`src/hdl/motionPkg.sv`:
```
`default_nettype none

package motionPkg;

    // Motion codes from the host, 7 falls back to stop
    typedef enum logic [2:0] {
        STOP     = 3'd0,
        LEFT     = 3'd1,
        RIGHT    = 3'd2,
        FWD_SLOW = 3'd3,
        FWD_MED  = 3'd4,
        FWD_FAST = 3'd5,
        REVERSE  = 3'd6
    } motion_e;

    // Longest message is 27 bytes
    localparam int msgIndexW = 5;

    // One character out of the message store
    typedef struct packed {
        logic [7:0] data;           // ASCII character
        logic       last;           // Final newline of the message
    } msgByte_t;

    // Sender state seen from outside
    typedef struct packed {
        logic    busy;              // Message in flight
        logic    done;              // Single-cycle end of message
        motion_e activeMotion;      // Motion of current or last message
    } senderStatus_t;

endpackage

`default_nettype wire

```
`src/hdl/uartPkg.sv`:
```
`default_nettype none

package uartPkg;

    // Parity bit selection
    typedef enum logic [1:0] {
        NONE = 2'd0,                // No parity bit in the frame
        EVEN = 2'd1,
        ODD  = 2'd2
    } parity_e;

    // Transmitter frame states
    typedef enum logic [2:0] {
        IDLE   = 3'd0,              // Line high, ready for a byte
        START  = 3'd1,
        DATA   = 3'd2,
        PARITY = 3'd3,
        STOP   = 3'd4
    } txState_e;

endpackage

`default_nettype wire

```
`src/hdl/cmdMessageRom.sv`:
```
`timescale 1ns/1ps
`default_nettype none

module cmdMessageRom import motionPkg::*; (
    input  motion_e                motion,
    input  logic [msgIndexW-1:0]   msgIndex,
    output msgByte_t               msgByte
);

    // Wheel speed text, right aligned in the field
    typedef struct packed {
        logic [2:0]  len;           // Characters in use
        logic [39:0] text;
    } wheelText_t;

    localparam logic [87:0] headText = "{\"T\":1,\"L\":";
    localparam logic [39:0] midText  = ",\"R\":";
    localparam int          headLen  = 11;
    localparam int          midLen   = 5;

    wheelText_t leftWheel;
    wheelText_t rightWheel;

    // Character pos of a right aligned string of len characters
    function automatic logic [7:0] charAt(
        input logic [87:0] text,
        input int          len,
        input int          pos
    );
        return text[(len - 1 - pos) * 8 +: 8];
    endfunction

    // Wheel values per motion
    always_comb begin
        case (motion)
            LEFT: begin
                leftWheel  = '{3'd5, 40'("-0.00")};
                rightWheel = '{3'd4, 40'("0.12")};
            end
            RIGHT: begin
                leftWheel  = '{3'd4, 40'("0.12")};
                rightWheel = '{3'd5, 40'("-0.00")};
            end
            FWD_SLOW: begin
                leftWheel  = '{3'd4, 40'("0.05")};
                rightWheel = '{3'd4, 40'("0.05")};
            end
            FWD_MED: begin
                leftWheel  = '{3'd4, 40'("0.25")};
                rightWheel = '{3'd4, 40'("0.25")};
            end
            FWD_FAST: begin
                leftWheel  = '{3'd3, 40'("0.5")};
                rightWheel = '{3'd3, 40'("0.5")};
            end
            REVERSE: begin
                leftWheel  = '{3'd5, 40'("-0.25")};
                rightWheel = '{3'd4, 40'("0.25")};
            end
            default: begin                              // STOP and code 7
                leftWheel  = '{3'd1, 40'("0")};
                rightWheel = '{3'd1, 40'("0")};
            end
        endcase
    end

    // Segment walk: head, left value, middle, right value, brace, newline
    always_comb begin
        int idx;
        int leftEnd;
        int midEnd;
        int rightEnd;
        idx      = int'(msgIndex);
        leftEnd  = headLen + int'(leftWheel.len);       // First index past each segment
        midEnd   = leftEnd + midLen;
        rightEnd = midEnd + int'(rightWheel.len);
        msgByte.last = 1'b0;
        if (idx < headLen) begin
            msgByte.data = charAt(headText, headLen, idx);
        end else if (idx < leftEnd) begin
            msgByte.data = charAt({48'd0, leftWheel.text}, int'(leftWheel.len), idx - headLen);
        end else if (idx < midEnd) begin
            msgByte.data = charAt({48'd0, midText}, midLen, idx - leftEnd);
        end else if (idx < rightEnd) begin
            msgByte.data = charAt({48'd0, rightWheel.text}, int'(rightWheel.len), idx - midEnd);
        end else if (idx == rightEnd) begin
            msgByte.data = 8'h7D;                       // Closing brace
        end else begin
            msgByte.data = 8'h0A;                       // Newline, also past the end
            msgByte.last = 1'b1;
        end
    end

endmodule

`default_nettype wire

```
`src/hdl/cmdSequencer.sv`:
```
`timescale 1ns/1ps
`default_nettype none

module cmdSequencer import motionPkg::*; #(
    parameter int gapCycles = 0
) (
    input  logic                 clk,
    input  logic                 rst,
    input  motion_e              motionCode,
    input  msgByte_t             msgByte,
    input  logic                 txReady,
    output motion_e              motion,
    output logic [msgIndexW-1:0] msgIndex,
    output logic [7:0]           txByte,
    output logic                 txValid,
    output senderStatus_t        status
);

    localparam int gapW = (gapCycles > 0) ? $clog2(gapCycles + 1) : 1;

    typedef enum logic [1:0] {
        GAP,                                    // Idle time before a message
        SEND,                                   // Offering bytes to the transmitter
        DRAIN,                                  // Last byte on the line
        DONE                                    // End-of-message pulse
    } seqState_e;

    seqState_e       state;
    logic [gapW-1:0] gapCnt;
    logic            handoff;

    assign txValid = (state == SEND);
    assign txByte  = msgByte.data;              // Store is combinational
    assign handoff = txValid && txReady;

    assign status.busy         = (state == SEND) || (state == DRAIN);
    assign status.done         = (state == DONE);
    assign status.activeMotion = motion;

    always_ff @(posedge clk or posedge rst) begin
        if (rst) begin
            state    <= GAP;
            gapCnt   <= '0;
            msgIndex <= '0;
            motion   <= STOP;
        end else begin
            case (state)
                GAP: begin
                    if (gapCnt == gapW'(gapCycles)) begin
                        gapCnt   <= '0;
                        msgIndex <= '0;
                        // Latch once per message, code 7 becomes stop
                        motion   <= (motionCode > REVERSE) ? STOP : motionCode;
                        state    <= SEND;
                    end else begin
                        gapCnt <= gapCnt + 1'b1;
                    end
                end
                SEND: begin
                    if (handoff) begin
                        if (msgByte.last) begin
                            state <= DRAIN;
                        end else begin
                            msgIndex <= msgIndex + 1'b1;    // Next character
                        end
                    end
                end
                DRAIN: begin
                    if (txReady) begin                      // Stop bit finished
                        state <= DONE;
                    end
                end
                default: begin
                    state <= GAP;
                end
            endcase
        end
    end

    // Offer held until the transmitter takes it
    validHeld: assert property (@(posedge clk) disable iff (rst)
        txValid && !txReady |=> txValid)
        else $error("txValid dropped before handoff");

    byteStable: assert property (@(posedge clk) disable iff (rst)
        txValid && !txReady |=> $stable(txByte))
        else $error("txByte changed while waiting for txReady");

endmodule

`default_nettype wire

```
`src/hdl/jsonUartTop.sv`:
```
`timescale 1ns/1ps
`default_nettype none

module jsonUartTop import motionPkg::*, uartPkg::*; #(
    parameter int      clksPerBit = 434,            // 115200 baud at 50 MHz
    parameter parity_e parityMode = NONE,
    parameter int      gapCycles  = 0               // Idle cycles between messages
) (
    input  logic          clk,
    input  logic          rst,
    input  motion_e       motionCode,
    output logic          txd,
    output senderStatus_t status
);

    motion_e              motion;                   // Latched per message
    logic [msgIndexW-1:0] msgIndex;
    msgByte_t             msgByte;
    logic [7:0]           txByte;
    logic                 txValid;
    logic                 txReady;

    cmdMessageRom u_cmdMessageRom (
        .motion   (motion),
        .msgIndex (msgIndex),
        .msgByte  (msgByte)
    );

    cmdSequencer #(
        .gapCycles (gapCycles)
    ) u_cmdSequencer (
        .clk        (clk),
        .rst        (rst),
        .motionCode (motionCode),
        .msgByte    (msgByte),
        .txReady    (txReady),
        .motion     (motion),
        .msgIndex   (msgIndex),
        .txByte     (txByte),
        .txValid    (txValid),
        .status     (status)
    );

    uartTx #(
        .clksPerBit (clksPerBit),
        .parityMode (parityMode)
    ) u_uartTx (
        .clk     (clk),
        .rst     (rst),
        .txByte  (txByte),
        .txValid (txValid),
        .txReady (txReady),
        .txd     (txd)
    );

endmodule

`default_nettype wire

```
`src/hdl/uartTx.sv`:
```
`timescale 1ns/1ps
`default_nettype none

module uartTx import uartPkg::*; #(
    parameter int      clksPerBit = 434,            // At least 2
    parameter parity_e parityMode = NONE
) (
    input  logic       clk,
    input  logic       rst,
    input  logic [7:0] txByte,
    input  logic       txValid,
    output logic       txReady,
    output logic       txd
);

    localparam int                timerW  = $clog2(clksPerBit);
    localparam logic [timerW-1:0] bitEnd  = timerW'(clksPerBit - 1);
    // Idle cycle of the handoff closes the stop bit
    localparam logic [timerW-1:0] stopEnd = timerW'(clksPerBit - 2);

    txState_e          state;
    logic [timerW-1:0] bitTimer;                    // Cycles into current bit
    logic [2:0]        bitCount;                    // Data bit number
    logic [7:0]        shiftReg;
    logic              parityAcc;
    logic              handoff;
    logic              bitDone;

    assign txReady = (state == IDLE);
    assign handoff = txValid && txReady;
    assign bitDone = (bitTimer == bitEnd);

    // Line level decoded straight from the state
    always_comb begin
        case (state)
            START:   txd = 1'b0;
            DATA:    txd = shiftReg[0];             // LSB first
            PARITY:  txd = parityAcc;
            default: txd = 1'b1;                    // Idle and stop
        endcase
    end

    always_ff @(posedge clk or posedge rst) begin
        if (rst) begin
            state    <= IDLE;
            bitTimer <= '0;
            bitCount <= '0;
        end else begin
            bitTimer <= bitTimer + 1'b1;
            case (state)
                IDLE: begin
                    bitTimer <= '0;
                    if (handoff) begin
                        state <= START;
                    end
                end
                START: begin
                    if (bitDone) begin
                        state    <= DATA;
                        bitTimer <= '0;
                        bitCount <= '0;
                    end
                end
                DATA: begin
                    if (bitDone) begin
                        bitTimer <= '0;
                        bitCount <= bitCount + 1'b1;
                        if (bitCount == 3'd7) begin
                            state <= (parityMode == NONE) ? STOP : PARITY;
                        end
                    end
                end
                PARITY: begin
                    if (bitDone) begin
                        state    <= STOP;
                        bitTimer <= '0;
                    end
                end
                default: begin                      // STOP
                    if (bitTimer == stopEnd) begin
                        state    <= IDLE;
                        bitTimer <= '0;
                    end
                end
            endcase
        end
    end

    // Shifter and running parity
    always_ff @(posedge clk) begin
        if (handoff) begin
            shiftReg  <= txByte;
            parityAcc <= (parityMode == ODD);       // Odd starts from one
        end else if (state == DATA && bitDone) begin
            shiftReg  <= shiftReg >> 1;
            parityAcc <= parityAcc ^ shiftReg[0];
        end
    end

    // Line rests high whenever a byte can be taken
    idleHigh: assert property (@(posedge clk) disable iff (rst)
        txReady |-> txd)
        else $error("txd low while idle");

    // Start bit and busy follow a handoff on the next cycle
    startAfterLoad: assert property (@(posedge clk) disable iff (rst)
        handoff |=> !txReady && !txd)
        else $error("No start bit after handoff");

endmodule

`default_nettype wire

```
`config.mk`:
```
export PLATFORM = sky130hd
export DESIGN_NAME = jsonUartTop
export DESIGN_NICKNAME = d
export VERILOG_FILES = /design/src/hdl/motionPkg.sv /design/src/hdl/uartPkg.sv /design/src/hdl/cmdMessageRom.sv /design/src/hdl/cmdSequencer.sv /design/src/hdl/jsonUartTop.sv /design/src/hdl/uartTx.sv
export SDC_FILE = /design/constraint.sdc
export NUM_CORES = 1
export LEC_CHECK = 0
export ABC_AREA = 0
export BUFFER_PORTS_ARGS = -buffer_cell sky130_fd_sc_hd__buf_4
export CORE_MARGIN = 2
export CORE_UTILIZATION = 64
export DETAILED_ROUTE_END_ITERATION = 12
export PLACE_DENSITY = 0.81
export SYNTH_ARGS = -nofsm -noshare
export SYNTH_HDL_FRONTEND = slang
export SYNTH_SLANG_ARGS = --single-unit
```
`constraint.sdc`:
```
create_clock -name clk -period 5.9 [get_ports clk]
set_input_delay 1.18 -clock clk [delete_from_list [all_inputs] [get_ports clk]]
set_output_delay 1.18 -clock clk [all_outputs]
set_load 0.005 [all_outputs]
```
==> flow_summary.ini <==
[status]
outcome = finished clean

[timing]
fin_ws_ps = 395
skew_ps = 4.43
fin_tns_setup_ps = 0
worst_pin_slew_ps = 1010
min_period_ps = 5510
rsz0062_at_grt = false
hold_violations = 0
min_period_over_period_pct = 93.3
max_freq_mhz = 182
relSlewSlack_pct = 32.7
slew_viol_final = 0
setup_viol = 0

[cells_and_area]
finalNetCount = 583
areaGrowthSynthToFinish_pct = 5.68
diodes = 0
fill_cells = 514
fin_cells = 598
drive_gt1_share_pct = 6.72

[placed_design]
io_buffers = 10
place_congestion = 0.981
place_hpwl_um = 8380
dp_slack_ps = 530
dp_cells = 590

[clocking]
numClockSinks = 33
h-tree-depth = 2
clockRootBuffer = clkbuf_8
post_cts_resized = 0
insertion_delay_ps = 290
cts_tree = built
path_clk_slew_ps = 70
cts_buffers = 5
clk_path_buf_depth = 2
cts_hold_buf = 0
post-cts-setup-buffers = 0

[drt]
wirelength_um = 10500
viasPerCell = 6.41
drt-initial-drc-count = 271
routedWlPerCell_um = 17.6
dr_total_vias = 3836
antenna_left = 0
dr.pass1.iters = 5
drc = 0

[grt]
grt.total_usage_pct = 30.9
grt_pass1_wl_um = 17600
antenna_found_initial = 0
grt_max_degree = 26
grt_overflow = 0
first_global_vias = 3505

[setup_path]
rr_endpoint = u_uartTx.shiftReg[1]
cp_max_fo = 14
required_ps = 6040
worst-r2r-setup-slack_ps = 390
path_class = register to register
worstPathArrival_ps = 5650
r2r_start = u_cmdSequencer.motion[2]
startpoint_type = register
crit_path_end_kind = register
rr_worst_depth = 17

[hold_path]
min_path_type = register to register
hold_end = u_uartTx.bitCount[1]
min_from = u_uartTx.bitCount[1]
hold_depth = 1

[floorplanning]
die_w_um = 84.0
num_rows = 29
core_area_um2 = 6280
io_pins = 11
die_height_um = 84.0
start_util_pct = 65.3
die_area_um2 = 7060

[synthesis]
synthFlopType = dfrtp_1
synth_area_per_cell_um2 = 7.94
ys_ff_latch = 33
synth_edf_count = 7
synthArstFlopShare_pct = 75.8
synthCells = 516
yosysWarningCount = 0
syn_area_um2 = 4100
seq_area_frac_synth_pct = 20.9
synth.distinct_cells = 75

[power_and_ir_drop]
powerDensity_nw_per_um2 = 212
p_leak_uw = 0.00199
worst_ir_drop_vdd_mv = 0.159

[run]
maxCapViolCount = 0
[layout by cell type (no fill, tap or decap), drive strengths merged, types with 7 or more instances in the layout]
cell type	count
nor2	54
inv	53
ha	51
o21ai	44
a21oi	36
nand2	32
dfrtp	25
nand3	18
xnor2	16
buf	13
nor2b	10
nand2b	9
nor4	7
xor2	7
nor3	7
fa	7
edfxtp	7
clkbuf	7
[kinds of logic (layout without fill, tap and decap cells)]
family	Yosys count	count (layout)	share of synthesized area (%)
buffers and inverters	72	75	7.02
AOI/OAI and AO/OA	152	152	24.9
xor gates and xnor gates	24	24	5.46
DFF	33	33	20.9
muxes	8	8	2.01
and+or+nand+nor	166	166	20.3
other	2	4	0.183
adders and majority gates	59	59	19.2
[how the worst max path moves through the flow]
stage                             start              endpoint
2_1_floorplan  u_cmdSequencer.motion[0]  u_uartTx.shiftReg[5]
3_3_place_gp   u_cmdSequencer.motion[2]  u_uartTx.shiftReg[1]
3_5_place_dp   u_cmdSequencer.motion[1]  u_uartTx.shiftReg[0]
4_1_cts        u_cmdSequencer.motion[1]  u_uartTx.shiftReg[1]
5_1_grt        u_cmdSequencer.motion[1]  u_uartTx.shiftReg[1]
6_report       u_cmdSequencer.motion[2]  u_uartTx.shiftReg[1]
[registers in the layout (all words and copies together) (netlist names)]
register,flops
u_cmdSequencer.msgIndex,5
u_uartTx.state,3
u_uartTx.shiftReg,7
u_uartTx.parityAcc,1
u_uartTx.bitTimer,9
u_cmdSequencer.motion,3
u_cmdSequencer.state,2
u_uartTx.bitCount,3
[per-layer routing]
metal,global-route usage [%],routed length [µm],vias to the layer above
met5,0,0,-
met4,8.65,140,0
met3,5.74,661,12
met2,48.6,4840,162
met1,43.6,4910,1803
li1,-,-,1859
[where the power goes]
part           internal (µW)  leakage [µW]  switching, µW
Clock                    138     0.0000585           86.0
Sequential               233      0.000390           4.13
Combinational            175       0.00154            284
[worst max-delay path: stages (launching register included)]
cell	delay (ps)
dfrtp_1	590
buf_4	250
and3b_1	380
inv_1	110
ha_1	240
inv_1	100
ha_1	320
a2111oi_1	840
nor2_1	270
fa_1	570
inv_1	40
ha_1	280
o21a_1	160
a31oi_1	90
or4_1	580
a21oi_2	210
a41oi_1	140
a31oi_1	180
[synth_stat cells (3+ instances only)]
cell type	count	share of area, %
or4_1	4	0.73
nand4_1	5	0.76
nor2_1	54	4.9
nand2b_1	9	1.4
inv_2	3	0.27
nor2b_1	10	1.5
a21oi_1	35	4.3
o21ai_0	31	3.8
ha_1	51	16
o31ai_1	5	0.92
nand2_1	31	2.8
a41oi_1	3	0.64
edfxtp_1	7	5.1
o221ai_1	3	0.64
clkbuf_1	14	1.3
a21o_1	6	1.1
mux2i_1	6	1.5
fa_1	7	3.4
a211oi_1	4	0.73
a31oi_1	6	0.92
inv_1	50	4.6
nand3_1	18	2.2
xor2_1	7	1.5
o21ai_1	13	1.6
nor4_1	7	1.1
nor3_1	7	0.85
a22o_1	5	1.1
o21a_1	6	1.1
or2_2	4	0.61
xnor2_1	16	3.4
or3_1	3	0.46
o211ai_1	4	0.73
dfrtp_1	25	15
o22ai_1	6	0.92
[through the flow]
stage | cell area [µm²] | power, µW | util, % | hold slack [ps]
after floorplan | 4110 | 584 | - | 479
after global routing | 4330 | 981 | 69.0 | 567
after CTS | 4330 | 910 | 69.0 | 545
after detailed placement | 4220 | 686 | 67.2 | 525
after global placement | 4220 | 673 | 67.2 | 499
final | 4330 | 919 | 69.0 | 546
[cell type report]
type	count	area (µm²)	area share (%)
Clock inverter	1	30.0	0.693
Timing Repair Buffer	13	97.6	2.25
Tap cell	77	96.3	2.22
Clock buffer	7	86.3	1.99
Sequential cell	33	856	19.8
Inverter	54	203	4.68
Multi-Input combinational cell	413	2960	68.4
Note: power is estimated with default switching activity, not from simulation.
